===== config.mk =====
export PLATFORM = sky130hd
export DESIGN_NAME = sdhc_cmd_top
export DESIGN_NICKNAME = d
export VERILOG_FILES = /design/src/design/sdhc_pkg.sv /design/src/design/cmd_fsm.sv /design/src/design/cmd_timer.sv /design/src/design/frame_shifter.sv /design/src/design/sdhc_cmd_top.sv /design/src/design/sdhc_registers.sv
export SDC_FILE = /design/constraint.sdc
export NUM_CORES = 1
export LEC_CHECK = 0
export BUFFER_PORTS_ARGS = -buffer_cell sky130_fd_sc_hd__clkbuf_2
export CORE_ASPECT_RATIO = 1.1
export CORE_MARGIN = 8
export CORE_UTILIZATION = 30
export CTS_CLUSTER_DIAMETER = 40
export CTS_CLUSTER_SIZE = 40
export DETAILED_ROUTE_END_ITERATION = 12
export GPL_TIMING_DRIVEN = 0
export PLACE_DENSITY = 0.43
export SYNTH_ARGS = -nofsm -noshare
export SYNTH_HDL_FRONTEND = slang
export SYNTH_SLANG_ARGS = --single-unit

===== constraint.sdc =====
create_clock -name clock -period 6.9 [get_ports clock]
set_input_delay 0.69 -clock clock [delete_from_list [all_inputs] [get_ports clock]]
set_output_delay 0.69 -clock clock [all_outputs]
set_load 0.05 [all_outputs]

===== src/design/sdhc_pkg.sv =====
// SD host command path definitions
package sdhc_pkg;

	// host register map
	typedef enum logic [4:0] {
		BLOCK_SIZE           = 5'd0,
		BLOCK_COUNT          = 5'd1,
		ARGUMENT             = 5'd2,
		TRANSFER_MODE        = 5'd3,
		COMMAND              = 5'd4,
		RESPONSE             = 5'd5,
		TIMEOUT_CONTROL      = 5'd7,
		SOFTWARE_RESET       = 5'd8,
		NORMAL_INT_STATUS    = 5'd9,
		ERROR_INT_STATUS     = 5'd10,
		NORMAL_INT_STATUS_EN = 5'd11,
		ERROR_INT_STATUS_EN  = 5'd12,
		NORMAL_INT_SIGNAL_EN = 5'd13,
		ERROR_INT_SIGNAL_EN  = 5'd14
	} reg_addr_t;

	// interrupt status bit positions
	localparam int NIS_CMD_COMPLETE    = 0;
	localparam int NIS_ERROR_INTERRUPT = 15;
	localparam int EIS_TIMEOUT         = 0;
	localparam int EIS_CRC             = 1;
	localparam int EIS_INDEX           = 3;

	typedef struct packed {
		logic [5:0]  index;
		logic [31:0] argument;
		logic        expect_response;
	} cmd_req_t;

	// 48-bit frame on the cmd line, msb goes out first
	typedef struct packed {
		logic        start;
		logic        transmission;
		logic [5:0]  index;
		logic [31:0] argument;
		logic [6:0]  crc;
		logic        end_bit;
	} cmd_frame_t;

	typedef struct packed {
		logic [31:0] status;
		logic        timeout_error;
		logic        crc_error;
		logic        index_error;
	} cmd_result_t;

	// crc7 with polynomial x^7 + x^3 + 1, msb first
	function automatic logic [6:0] crc7(input logic [39:0] bits);
		logic [6:0] crc;
		logic       feedback;
		crc = 7'd0;
		for (int i = 39; i >= 0; i--)
		begin
			feedback = bits[i] ^ crc[6];
			crc = {crc[5:3], crc[2] ^ feedback, crc[1:0], feedback};
		end
		return crc;
	endfunction

endpackage


===== src/design/cmd_fsm.sv =====
// SD command sequencer
`timescale 1ns/1ns

module cmd_fsm
	import sdhc_pkg::*;
(
	input  logic        clock,
	input  logic        reset,
	input  logic        issue_i,
	input  cmd_req_t    req_i,
	input  logic        timer_done_i,
	input  logic        rx_start_i,
	input  cmd_frame_t  rx_frame_i,
	output logic        tx_load_o,
	output logic        tx_shift_o,
	output logic        rx_shift_o,
	output logic        timer_start_o,
	output logic        timer_mode_o,
	output logic        busy_o,
	output logic        complete_o,
	output cmd_result_t result_o,
	output cmd_frame_t  tx_frame_o
);

	typedef enum logic [2:0] {
		IDLE,
		SEND,
		WAIT_RESP,
		RECEIVE,
		DONE
	} state_t;

	state_t      state_r;
	state_t      state_next;
	cmd_req_t    req_r;
	cmd_result_t result_next;

	assign busy_o     = (state_r != IDLE);
	assign complete_o = (state_r == DONE);

	// outgoing frame with its crc
	always_comb
	begin
		tx_frame_o.start        = 1'b0;
		tx_frame_o.transmission = 1'b1;
		tx_frame_o.index        = req_i.index;
		tx_frame_o.argument     = req_i.argument;
		tx_frame_o.crc          = crc7({2'b01, req_i.index, req_i.argument});
		tx_frame_o.end_bit      = 1'b1;
	end

	always_comb
	begin
		state_next    = state_r;
		tx_load_o     = 1'b0;
		tx_shift_o    = 1'b0;
		rx_shift_o    = 1'b0;
		timer_start_o = 1'b0;
		timer_mode_o  = 1'b0;
		result_next   = '0;
		case (state_r)
			IDLE:
			begin
				if (issue_i)
				begin
					state_next    = SEND;
					tx_load_o     = 1'b1;
					timer_start_o = 1'b1;
				end
			end
			SEND:
			begin
				tx_shift_o = 1'b1;
				if (timer_done_i)
				begin
					if (req_r.expect_response)
					begin
						state_next    = WAIT_RESP;
						timer_start_o = 1'b1;
						timer_mode_o  = 1'b1;
					end
					else
					begin
						state_next = DONE;
					end
				end
			end
			WAIT_RESP:
			begin
				// start bit takes priority over a timeout in the same cycle
				if (rx_start_i)
				begin
					state_next    = RECEIVE;
					rx_shift_o    = 1'b1;
					timer_start_o = 1'b1;
				end
				else if (timer_done_i)
				begin
					state_next                = DONE;
					result_next.timeout_error = 1'b1;
				end
			end
			RECEIVE:
			begin
				if (timer_done_i)
				begin
					state_next              = DONE;
					result_next.status      = rx_frame_i.argument;
					result_next.crc_error   = rx_frame_i.crc != crc7({rx_frame_i.start,
						rx_frame_i.transmission, rx_frame_i.index, rx_frame_i.argument});
					result_next.index_error = rx_frame_i.index != req_r.index;
				end
				else
				begin
					rx_shift_o = 1'b1;
				end
			end
			default:
			begin
				state_next = IDLE;
			end
		endcase
	end

	always_ff @(posedge clock)
	begin
		if (reset)
		begin
			state_r <= IDLE;
		end
		else
		begin
			state_r <= state_next;
		end
	end

	// request and result are held for the whole command
	always_ff @(posedge clock)
	begin
		if (state_r == IDLE && issue_i)
		begin
			req_r <= req_i;
		end
		if (state_next == DONE && state_r != DONE)
		begin
			result_o <= result_next;
		end
	end

endmodule


===== src/design/cmd_timer.sv =====
// Bit and timeout counter
`timescale 1ns/1ns

module cmd_timer #(
	parameter int TIMEOUT_CYCLES = 64
) (
	input  logic clock,
	input  logic reset,
	input  logic start_i,
	input  logic mode_i,
	output logic done_o
);

	// 47 cycles after the first bit of a frame
	localparam int BIT_COUNT = 47;
	localparam int COUNT_MAX = (TIMEOUT_CYCLES > BIT_COUNT) ? TIMEOUT_CYCLES : BIT_COUNT;
	localparam int COUNT_W   = $clog2(COUNT_MAX + 1);

	logic [COUNT_W-1:0] count_r;
	logic [COUNT_W-1:0] reload;
	logic               running_r;

	// mode 1 selects the response timeout
	assign reload = mode_i ? COUNT_W'(TIMEOUT_CYCLES - 1) : COUNT_W'(BIT_COUNT);
	assign done_o = running_r && (count_r == '0);

	always_ff @(posedge clock)
	begin
		if (reset)
		begin
			count_r   <= '0;
			running_r <= 1'b0;
		end
		else if (start_i)
		begin
			count_r   <= reload;
			running_r <= 1'b1;
		end
		else if (running_r)
		begin
			if (count_r == '0)
				running_r <= 1'b0;
			else
				count_r <= count_r - 1'b1;
		end
	end

endmodule


===== src/design/frame_shifter.sv =====
// Parallel load shift register
`timescale 1ns/1ns

module frame_shifter #(
	parameter type payload_t = logic [47:0]
) (
	input  logic     clock,
	input  logic     reset,
	input  logic     load_i,
	input  payload_t load_value_i,
	input  logic     shift_i,
	input  logic     serial_i,
	output logic     serial_o,
	output payload_t value_o
);

	localparam int WIDTH = $bits(payload_t);

	logic [WIDTH-1:0] shift_r;

	assign serial_o = shift_r[WIDTH-1];
	assign value_o  = payload_t'(shift_r);

	// all ones keeps an idle line high
	always_ff @(posedge clock)
	begin
		if (reset)
		begin
			shift_r <= '1;
		end
		else if (load_i)
		begin
			shift_r <= load_value_i;
		end
		else if (shift_i)
		begin
			// msb first, new bits enter at the bottom
			shift_r <= {shift_r[WIDTH-2:0], serial_i};
		end
	end

endmodule


===== src/design/sdhc_cmd_top.sv =====
// SD host command path top
`timescale 1ns/1ns

module sdhc_cmd_top
	import sdhc_pkg::*;
#(
	parameter int TIMEOUT_CYCLES = 64
) (
	input  logic        clock,
	input  logic        reset,
	input  reg_addr_t   adr_i,
	input  logic        wr_en_i,
	input  logic        rd_en_i,
	input  logic [31:0] data_i,
	output logic [31:0] data_o,
	output logic        cmd_o,
	input  logic        cmd_i,
	output logic        busy_o,
	output logic        irq_o
);

	logic        issue;
	cmd_req_t    req;
	logic        complete;
	cmd_result_t result;
	logic        tx_load;
	logic        tx_shift;
	logic        rx_shift;
	logic        timer_start;
	logic        timer_mode;
	logic        timer_done;
	cmd_frame_t  tx_frame;
	cmd_frame_t  rx_frame;

	sdhc_registers registers_inst (
		.clock      (clock),
		.reset      (reset),
		.adr_i      (adr_i),
		.wr_en_i    (wr_en_i),
		.rd_en_i    (rd_en_i),
		.data_i     (data_i),
		.busy_i     (busy_o),
		.complete_i (complete),
		.result_i   (result),
		.data_o     (data_o),
		.issue_o    (issue),
		.req_o      (req),
		.irq_o      (irq_o)
	);

	cmd_fsm fsm_inst (
		.clock         (clock),
		.reset         (reset),
		.issue_i       (issue),
		.req_i         (req),
		.timer_done_i  (timer_done),
		.rx_start_i    (~cmd_i),
		.rx_frame_i    (rx_frame),
		.tx_load_o     (tx_load),
		.tx_shift_o    (tx_shift),
		.rx_shift_o    (rx_shift),
		.timer_start_o (timer_start),
		.timer_mode_o  (timer_mode),
		.busy_o        (busy_o),
		.complete_o    (complete),
		.result_o      (result),
		.tx_frame_o    (tx_frame)
	);

	cmd_timer #(
		.TIMEOUT_CYCLES (TIMEOUT_CYCLES)
	) timer_inst (
		.clock   (clock),
		.reset   (reset),
		.start_i (timer_start),
		.mode_i  (timer_mode),
		.done_o  (timer_done)
	);

	// command serializer, ones fill in behind the frame
	frame_shifter #(
		.payload_t (cmd_frame_t)
	) tx_shifter (
		.clock        (clock),
		.reset        (reset),
		.load_i       (tx_load),
		.load_value_i (tx_frame),
		.shift_i      (tx_shift),
		.serial_i     (1'b1),
		.serial_o     (cmd_o),
		.value_o      ()
	);

	// response deserializer, start bit ends up in the msb
	frame_shifter #(
		.payload_t (cmd_frame_t)
	) rx_shifter (
		.clock        (clock),
		.reset        (reset),
		.load_i       (1'b0),
		.load_value_i ('1),
		.shift_i      (rx_shift),
		.serial_i     (cmd_i),
		.serial_o     (),
		.value_o      (rx_frame)
	);

endmodule


===== src/design/sdhc_registers.sv =====
// SD host register file
`timescale 1ns/1ns

module sdhc_registers
	import sdhc_pkg::*;
(
	input  logic        clock,
	input  logic        reset,
	input  reg_addr_t   adr_i,
	input  logic        wr_en_i,
	input  logic        rd_en_i,
	input  logic [31:0] data_i,
	input  logic        busy_i,
	input  logic        complete_i,
	input  cmd_result_t result_i,
	output logic [31:0] data_o,
	output logic        issue_o,
	output cmd_req_t    req_o,
	output logic        irq_o
);

	logic [11:0] block_size_r;
	logic [15:0] block_count_r;
	logic [31:0] argument_r;
	logic [15:0] transfer_mode_r;
	logic [15:0] command_r;
	logic [31:0] response_r;
	logic [15:0] timeout_control_r;
	logic [2:0]  software_reset_r;
	logic [14:0] nis_r;
	logic [15:0] eis_r;
	logic [15:0] nise_r;
	logic [15:0] eise_r;
	logic [15:0] nisge_r;
	logic [15:0] eisge_r;

	logic [15:0] nis_view;
	logic [14:0] nis_set;
	logic [15:0] eis_set;
	logic [14:0] nis_clear;
	logic [15:0] eis_clear;
	logic        sw_clear;
	logic        store_status;
	logic [31:0] rd_value;

	// normal bit 15 summarizes the error register
	assign nis_view = {|eis_r, nis_r};

	assign req_o.index           = command_r[13:8];
	assign req_o.argument        = argument_r;
	assign req_o.expect_response = command_r[0];

	assign irq_o = (|(nis_view & nisge_r)) | (|(eis_r & eisge_r));

	// write-1-to-clear masks
	assign nis_clear = (wr_en_i && adr_i == NORMAL_INT_STATUS) ? data_i[14:0] : 15'd0;
	assign eis_clear = (wr_en_i && adr_i == ERROR_INT_STATUS) ? data_i[15:0] : 16'd0;
	assign sw_clear  = wr_en_i && (adr_i == SOFTWARE_RESET) && data_i[1];

	// no card status without a response, nor after a timeout
	assign store_status = complete_i && command_r[0] && !result_i.timeout_error;

	always_comb
	begin
		nis_set = '0;
		eis_set = '0;
		if (complete_i)
		begin
			nis_set[NIS_CMD_COMPLETE] = nise_r[NIS_CMD_COMPLETE];
			eis_set[EIS_TIMEOUT]      = result_i.timeout_error & eise_r[EIS_TIMEOUT];
			eis_set[EIS_CRC]          = result_i.crc_error & eise_r[EIS_CRC];
			eis_set[EIS_INDEX]        = result_i.index_error & eise_r[EIS_INDEX];
		end
	end

	always_comb
	begin
		case (adr_i)
			BLOCK_SIZE:           rd_value = {20'd0, block_size_r};
			BLOCK_COUNT:          rd_value = {16'd0, block_count_r};
			ARGUMENT:             rd_value = argument_r;
			TRANSFER_MODE:        rd_value = {16'd0, transfer_mode_r};
			COMMAND:              rd_value = {16'd0, command_r};
			RESPONSE:             rd_value = response_r;
			TIMEOUT_CONTROL:      rd_value = {16'd0, timeout_control_r};
			SOFTWARE_RESET:       rd_value = {29'd0, software_reset_r};
			NORMAL_INT_STATUS:    rd_value = {16'd0, nis_view};
			ERROR_INT_STATUS:     rd_value = {16'd0, eis_r};
			NORMAL_INT_STATUS_EN: rd_value = {16'd0, nise_r};
			ERROR_INT_STATUS_EN:  rd_value = {16'd0, eise_r};
			NORMAL_INT_SIGNAL_EN: rd_value = {16'd0, nisge_r};
			ERROR_INT_SIGNAL_EN:  rd_value = {16'd0, eisge_r};
			default:              rd_value = 32'd0;
		endcase
	end

	// plain registers, command issue and read port
	always_ff @(posedge clock)
	begin
		if (reset)
		begin
			block_size_r      <= '0;
			block_count_r     <= '0;
			argument_r        <= '0;
			transfer_mode_r   <= '0;
			command_r         <= '0;
			timeout_control_r <= '0;
			software_reset_r  <= '0;
			nise_r            <= '0;
			eise_r            <= '0;
			nisge_r           <= '0;
			eisge_r           <= '0;
			issue_o           <= 1'b0;
			data_o            <= '0;
		end
		else
		begin
			issue_o <= 1'b0;
			if (wr_en_i)
			begin
				case (adr_i)
					BLOCK_SIZE:           block_size_r      <= data_i[11:0];
					BLOCK_COUNT:          block_count_r     <= data_i[15:0];
					ARGUMENT:             argument_r        <= data_i;
					TRANSFER_MODE:        transfer_mode_r   <= data_i[15:0];
					TIMEOUT_CONTROL:      timeout_control_r <= data_i[15:0];
					SOFTWARE_RESET:       software_reset_r  <= data_i[2:0];
					NORMAL_INT_STATUS_EN: nise_r            <= data_i[15:0];
					ERROR_INT_STATUS_EN:  eise_r            <= data_i[15:0];
					NORMAL_INT_SIGNAL_EN: nisge_r           <= data_i[15:0];
					ERROR_INT_SIGNAL_EN:  eisge_r           <= data_i[15:0];
					COMMAND:
					begin
						// a command in flight locks the register
						if (!busy_i && !issue_o)
						begin
							command_r <= data_i[15:0];
							issue_o   <= 1'b1;
						end
					end
					default:
					begin
					end
				endcase
			end
			else if (rd_en_i)
			begin
				data_o <= rd_value;
			end
		end
	end

	// status capture from the command path
	always_ff @(posedge clock)
	begin
		if (reset)
		begin
			response_r <= '0;
			nis_r      <= '0;
			eis_r      <= '0;
		end
		else
		begin
			if (store_status)
			begin
				response_r <= result_i.status;
			end
			if (sw_clear)
			begin
				nis_r <= '0;
				eis_r <= '0;
			end
			else
			begin
				nis_r <= (nis_r & ~nis_clear) | nis_set;
				eis_r <= (eis_r & ~eis_clear) | eis_set;
			end
		end
	end

endmodule


* Word level (Yosys, flattened, before mapping) *
Cells that the tools add are included.

word-level totals
  register bits = 419
  output and inout port bits = 35

operators by class
  equality and inequality tests = 22
  bitwise logic cells = 158
  reduce and logical (&&, ||, !) cells = 40
  add/subtract/negate cells = 1
  multiplexer cells = 33

operators by type and width
  operator               number
  $pmux W32 S14          1
  $xor A1 B1 Y1          142
  $mux W48               2
  $and A16 B16 Y16       3
  $reduce_or A16 Y1      3
  $eq A5 B4 Y1 const B   7
  $reduce_and A2 Y1      14
  $mux W7                3
  $mux W16               1
  $not A16 Y16           1
  $or A16 B4 Y16         1
  $and A15 B15 Y15       1
  $eq A5 B3 Y1 const B   3
  $mux W1                15
  $mux W15               1
  $mux W3                5
  $not A15 Y15           1
  $or A15 B1 Y15         1
  $pmux W3 S4            1
  $eq A5 B2 Y1 const B   2
  $logic_and A1 B1 Y1    10
  $logic_not A7 Y1       1
  $ne A7 B7 Y1           1
  $sub A7 B1 Y7 const B  1
  22 further kinds       33

* Longest topological paths before layout *
  depth in word-level cells = 20
  depth in mapped cells = 11
  depth with buffers taken out = 9

* Cells and area by module *
Synthesis repeated with hierarchy kept, for this count alone.

second synthesis, totals
  cell total of the unflattened synthesis = 2208
  area, all modules = 20011.7 µm²

by module, submodules not included
  module          cells an instance  times used  seq. area each (µm²)  area each (µm²)
  sdhc_registers  1416               1           5425.2                11481.0
  frame_shifter   215                2           960.9                 2205.9
  cmd_fsm         305                1           1321.3                3651.0
  cmd_timer       54                 1           160.2                 456.7
  sdhc_cmd_top    3                  1           0.0                   11.3

* Worst setup path before layout *
No wires, ideal clock.

  path kind = reg2reg
  start = register timer_inst.count_r[0]
  end = register fsm_inst.result_o[0] (netlist bit) (enable)
  stages on the path, launching flop included = 7
  setup slack = 2.430 ns
  required time = 6.417 ns
  data arrival time = 3.987 ns
  period minus slack after synthesis = 4.470 ns
  library setup time = 0.483 ns
  cell sequence = dfxtp_1 inv_1 ha_1 nor3b_1 and3_1 clkbuf_1 a21boi_0

on the way
  word-level cells in the longest chain between the ends = 7
  elaborated cells on any way between the ends = 8

ends and longest elaborated chain
  what                      RTL line                       RTL
  start: declaration        cmd_timer.sv:19                logic [COUNT_W-1:0] count_r;
  start signal: assignment  cmd_timer.sv:36                count_r <= reload;
  start signal: assignment  cmd_timer.sv:44                count_r <= count_r - 1'b1;
  $logic_not A7 Y1 *        cmd_timer.sv:25                assign done_o = running_r && (count_r == '0);
  $logic_and A1 B1 Y1 *     cmd_timer.sv:25
  $mux W3                   cmd_fsm.sv:97, cmd_fsm.sv:105
  $mux W3                   cmd_fsm.sv:91                  if (rx_start_i)
  $pmux W3 S4 *             cmd_fsm.sv:61                  case (state_r)
  $eq A3 B3 Y1 *            cmd_fsm.sv:144                 if (state_next == DONE && state_r != DONE)
  $logic_and A1 B1 Y1 *     cmd_fsm.sv:144
  end signal: assignment    cmd_fsm.sv:146                 result_o <= result_next;
  end: declaration          cmd_fsm.sv:21                  output cmd_result_t result_o,

Mark *: on every way between the ends. The rest lies on a longest branch, timed or not.
A chain may end at the register's enable or synchronous reset.

* Worst setup path after layout *
  start = input port adr_i[4]
  end = register registers_inst.eise_r[7]

on the way
  word-level cells in the longest chain between the ends = 2

ends and longest elaborated chain
  what                         RTL line               RTL
  start: declaration           sdhc_cmd_top.sv:11     input reg_addr_t adr_i,
  $eq A5 B4 Y1                 sdhc_registers.sv:121  case (adr_i)
  $reduce_and A2 Y1 (no line)  -
  end signal: assignment       sdhc_registers.sv:129  ERROR_INT_STATUS_EN: eise_r <= data_i[15:0];
  end: declaration             sdhc_registers.sv:33   logic [15:0] eise_r;

Every way passes these cells.

==> run_results.csv <==
group,metric,value,unit
finish,fill_cells,6076,
worst_setup_path,r2r_setup_slack,3.63,ns
yosys,synth_seq_area_share,48.5,%
yosys,ys_warn_count,0,
worst_setup_path,timing.rr.end,"rx_shifter.value_o[4]",
power,pwr-share-seq,36.7,%
grt,antenna_found_initial,0,
grt,grt_max_degree,30,
worst_setup_path,path_class,"in -> reg",
timing,timing.final.crit_share,59.1,%
grt,grt_pass1_vias,15400,
floorplanning,core-area,59900,sq um
grt,grt_busiest_layer,"met2",
floorplanning,die_w,251,microns
floorplanning,die_area,68700,sq um
clock_tree,numClockSinks,419,
power,p_leak,8.73,nW
timing,worstMarginPinSlew,1.45,ns
placement,hpwlAfterDp,53.2,mm
grt,use_met1,24.9,%
worst_setup_path,crit_top_cell,"clkbuf_1",
finish,antenna_cells,0,
finish,layout_common_cells,"559 x nand2_1, 377 x dfxtp_1, 236 x a21oi_1",
timing,totalNegativeSetupSlack,0,ns
yosys,netlist.area_leader.share,41.5,%
placement,portBuffers,72,
floorplanning,rows,94,
worst_setup_path,path_cells,"clkbuf_2 > or3_1 > clkbuf_1 > nor2_1 > clkbuf_1 > nand2_1 > clkbuf_1 > nand2_1 > a21oi_1",
floorplanning,io_pins,77,
worst_setup_path,endpoint_kind,"flop",
finish,final_common_cell,"nand2_1",
yosys,yosysTopAreaCell,"dfxtp_1",
timing,final_hold_viol_count,0,
hold_path,holdPathEnd,"registers_inst.argument_r[17]",
worst_setup_path,crit_start,"adr_i[4]",
power,max-vdd-ir-drop,0.000179,V
route,vias,15900,
clock_tree,cts_buffers,82,
route,drcViolationCount,0,
finish,utilization,37.4,%
clock_tree,ctsHoldBuffers,0,
worst_setup_path,rr_startpoint,"timer_inst.count_r[0]",
route,via_per_inst,5.23,
power,switching_power,0.00160,W
timing,fin_skew,0.0234,ns
clock_tree,cts.repair.resized,0,
clock_tree,clkTransAtPathRegs,0.05,ns
worst_setup_path,path_buf_inv,4,
worst_setup_path,path_delay_family,"simple AND/OR/NAND/NOR gates",
route,drt_wl_total,72.1,mm
route,ant_nets,0,
grt,grt-ovfl-total,0,
finish,area.growth.synth_to_final,23.0,%
worst_setup_path,ff2ff_path_depth,10,
placement,gp_congestion,0.981,
worst_setup_path,worstPathArrival,4.53,ns
hold_path,hp-class,"in -> reg",
clock_tree,cts_root_buffer,"clkbuf_16",
route,first_iter_violations,1265,
clock_tree,ctsLongestPathBuffers,3,
run_status,status,"completed",
yosys,synth_cell_types,60,
power,finalPower,0.00676,W
timing,slew_violations,0,
yosys,syn_avg_cell_area,8.90,sq um
clock_tree,cts-htree-levels,3,
grt,grt_pass1_wl,105,mm
clock_tree,cts_tree,"built",
grt,grt_usage,20.5,%
power,switching_share,23.7,%
yosys,syn_inst,2043,
clock_tree,cts_setup_buffers,0,
yosys,synth_ff_type,"dfxtp_1",
grt,grt_use_met2,35.0,%
flow_run,cap_violations,0,
hold_path,whs_path_depth,3,
yosys,ys_seq_elements,419,
worst_setup_path,critPathMaxStageDelay,1.11,ns
route,wl_per_cell,23.7,microns
yosys,ys_top_cells_by_area,"dfxtp_1 42%, nand2_1 12%, edfxtp_1 6.9%",
power,clkPwrFrac,59.9,%
worst_setup_path,critPathRequiredTime,7.35,ns
clock_tree,clock_latency,0.62,ns
route,dr.pass1.iters,7,
yosys,synthArstFlopShare,0,%
floorplanning,start_util,30.4,%
worst_setup_path,crit_slowest_cell,"nor2_1",
worst_setup_path,crit_fanout,10,
hold_path,hp-start,"data_i[17]",
floorplanning,die_h,274,microns
timing,fmax,0.245,GHz
power,powerDensity,302,nW/um^2
timing,setup_viol,0,
yosys,syn_nets,2086,
finish,layout-drive-gt1-share,10.5,%
yosys,synth_area,18200,sq um
power,intPower,0.00516,W
worst_setup_path,start_kind,"input port",
power,p_comb_share,3.4,%
grt,grt_util_met3,4.13,%
finish,fin_nets,2245,
timing,relSlewSlack,3.20,%
yosys,synth_edf_count,42,
timing,rsz0062_at_grt,"false",
timing,period_needed,4.08,ns
-- kinds of logic (layout without fill, tap and decap cells) --
logic type      after synthesis  in the layout  synth area share, %
xor+xnor                    145            145                 10.1
mux                          61             61                 3.36
simple gates                793            793                 18.3
flops                       419            419                 48.5
buf+inv                     169            396                 3.54
compound gates              455            455                 16.2
fa+ha+maj                     1              1               0.0688
-- layer usage --
| layer | vias up | share of wire, % |
|---|---|---|
| met3 | 155 | 6.2 |
| met2 | 559 | 48 |
| li1 | 7454 | - |
| met1 | 7731 | 42 |
| met5 | - | 0 |
| met4 | 0 | 4.2 |
-- worst max-delay path by stage --
stage | end | slack, ns | cells past startpoint
final | registers_inst.eise_r[7] | 2.82 | 9
after global routing | registers_inst.eise_r[8] | 2.98 | 9
after CTS | registers_inst.eise_r[8] | 3.03 | 9
after detailed placement | registers_inst.eise_r[8] | 2.40 | 9
after global placement | fsm_inst.result_o[29] | 0.96 | 6
after floorplan | fsm_inst.result_o[0] | 2.43 | 6
-- worst reg2reg max path: cells and delay by family (launching register included) --
kind	cells	cell delay [ns]
AND/OR/NAND/NOR	5	1.34
buffers and inverters	3	1.07
flip-flops	1	0.30
multiplexers	1	0.28
adder cells (fa/ha/maj)	1	0.17
-- registers in the layout (all words and copies together) (netlist names) --
signal                            count
registers_inst.timeout_control_r     16
registers_inst.transfer_mode_r       16
registers_inst.nisge_r               16
registers_inst.nis_r                 15
timer_inst.running_r                  1
fsm_inst.state_r                      3
registers_inst.eisge_r               16
registers_inst.software_reset_r       3
registers_inst.command_r             16
registers_inst.eise_r                16
registers_inst.data_o                32
timer_inst.count_r                    7
registers_inst.block_count_r         16
registers_inst.nise_r                16
rx_shifter.value_o                   48
registers_inst.issue_o                1
registers_inst.response_r            32
registers_inst.eis_r                 16
registers_inst.block_size_r          12
fsm_inst.req_r                        7
fsm_inst.result_o                    35
registers_inst.argument_r            32
tx_shifter.value_o                   47
-- per-stage QoR --
step | hold slack, ns | instance area [sq um] | worst slack, ns | instances
final | 0.299 | 22400 | 2.82 | 3038
after global routing | 0.287 | 22400 | 2.98 | 3038
after CTS | 0.271 | 22400 | 3.03 | 3038
after detailed placement | 0.434 | 19600 | 2.40 | 2886
after global placement | 0.430 | 19500 | 0.961 | 2883
after floorplan | 0.422 | 18200 | 2.43 | 2043
-- power groups by stage --
stage	clock network [W]	logic, W	registers, W
floorplan	0	0.000130	0.00253
global placement	0	0.000226	0.00253
detailed placement	0	0.000227	0.00253
CTS	0.00411	0.000228	0.00248
global route	0.00423	0.000243	0.00248
finish	0.00404	0.000229	0.00248
-- cell type report --
type | instances | area (sq um) | area share (%)
repair buffers | 75 | 399 | 1.78
clock inverters | 54 | 614 | 2.75
clock buffers | 98 | 2180 | 9.76
well taps | 768 | 961 | 4.30
inverters | 8 | 30.0 | 0.134
plain buffers | 161 | 613 | 2.74
multi-input cells | 1455 | 8760 | 39.1
flip-flops and latches | 419 | 8810 | 39.4
-- cells in the mapped netlist, types with 6 or more instances --
library cell	number
a21oi_1	236
a221oi_1	75
a222oi_1	11
a22o_1	22
a22oi_1	64
a31oi_1	19
and2_1	38
and3_1	33
clkbuf_1	157
dfxtp_1	377
edfxtp_1	42
inv_1	6
mux2i_1	61
nand2_1	559
nand2b_1	7
nand3_1	21
nor2_1	89
nor3_1	13
o211ai_1	7
o21ai_0	7
xnor2_1	84
xnor3_1	27
xor2_1	20
(Power assumes the default switching activity.)
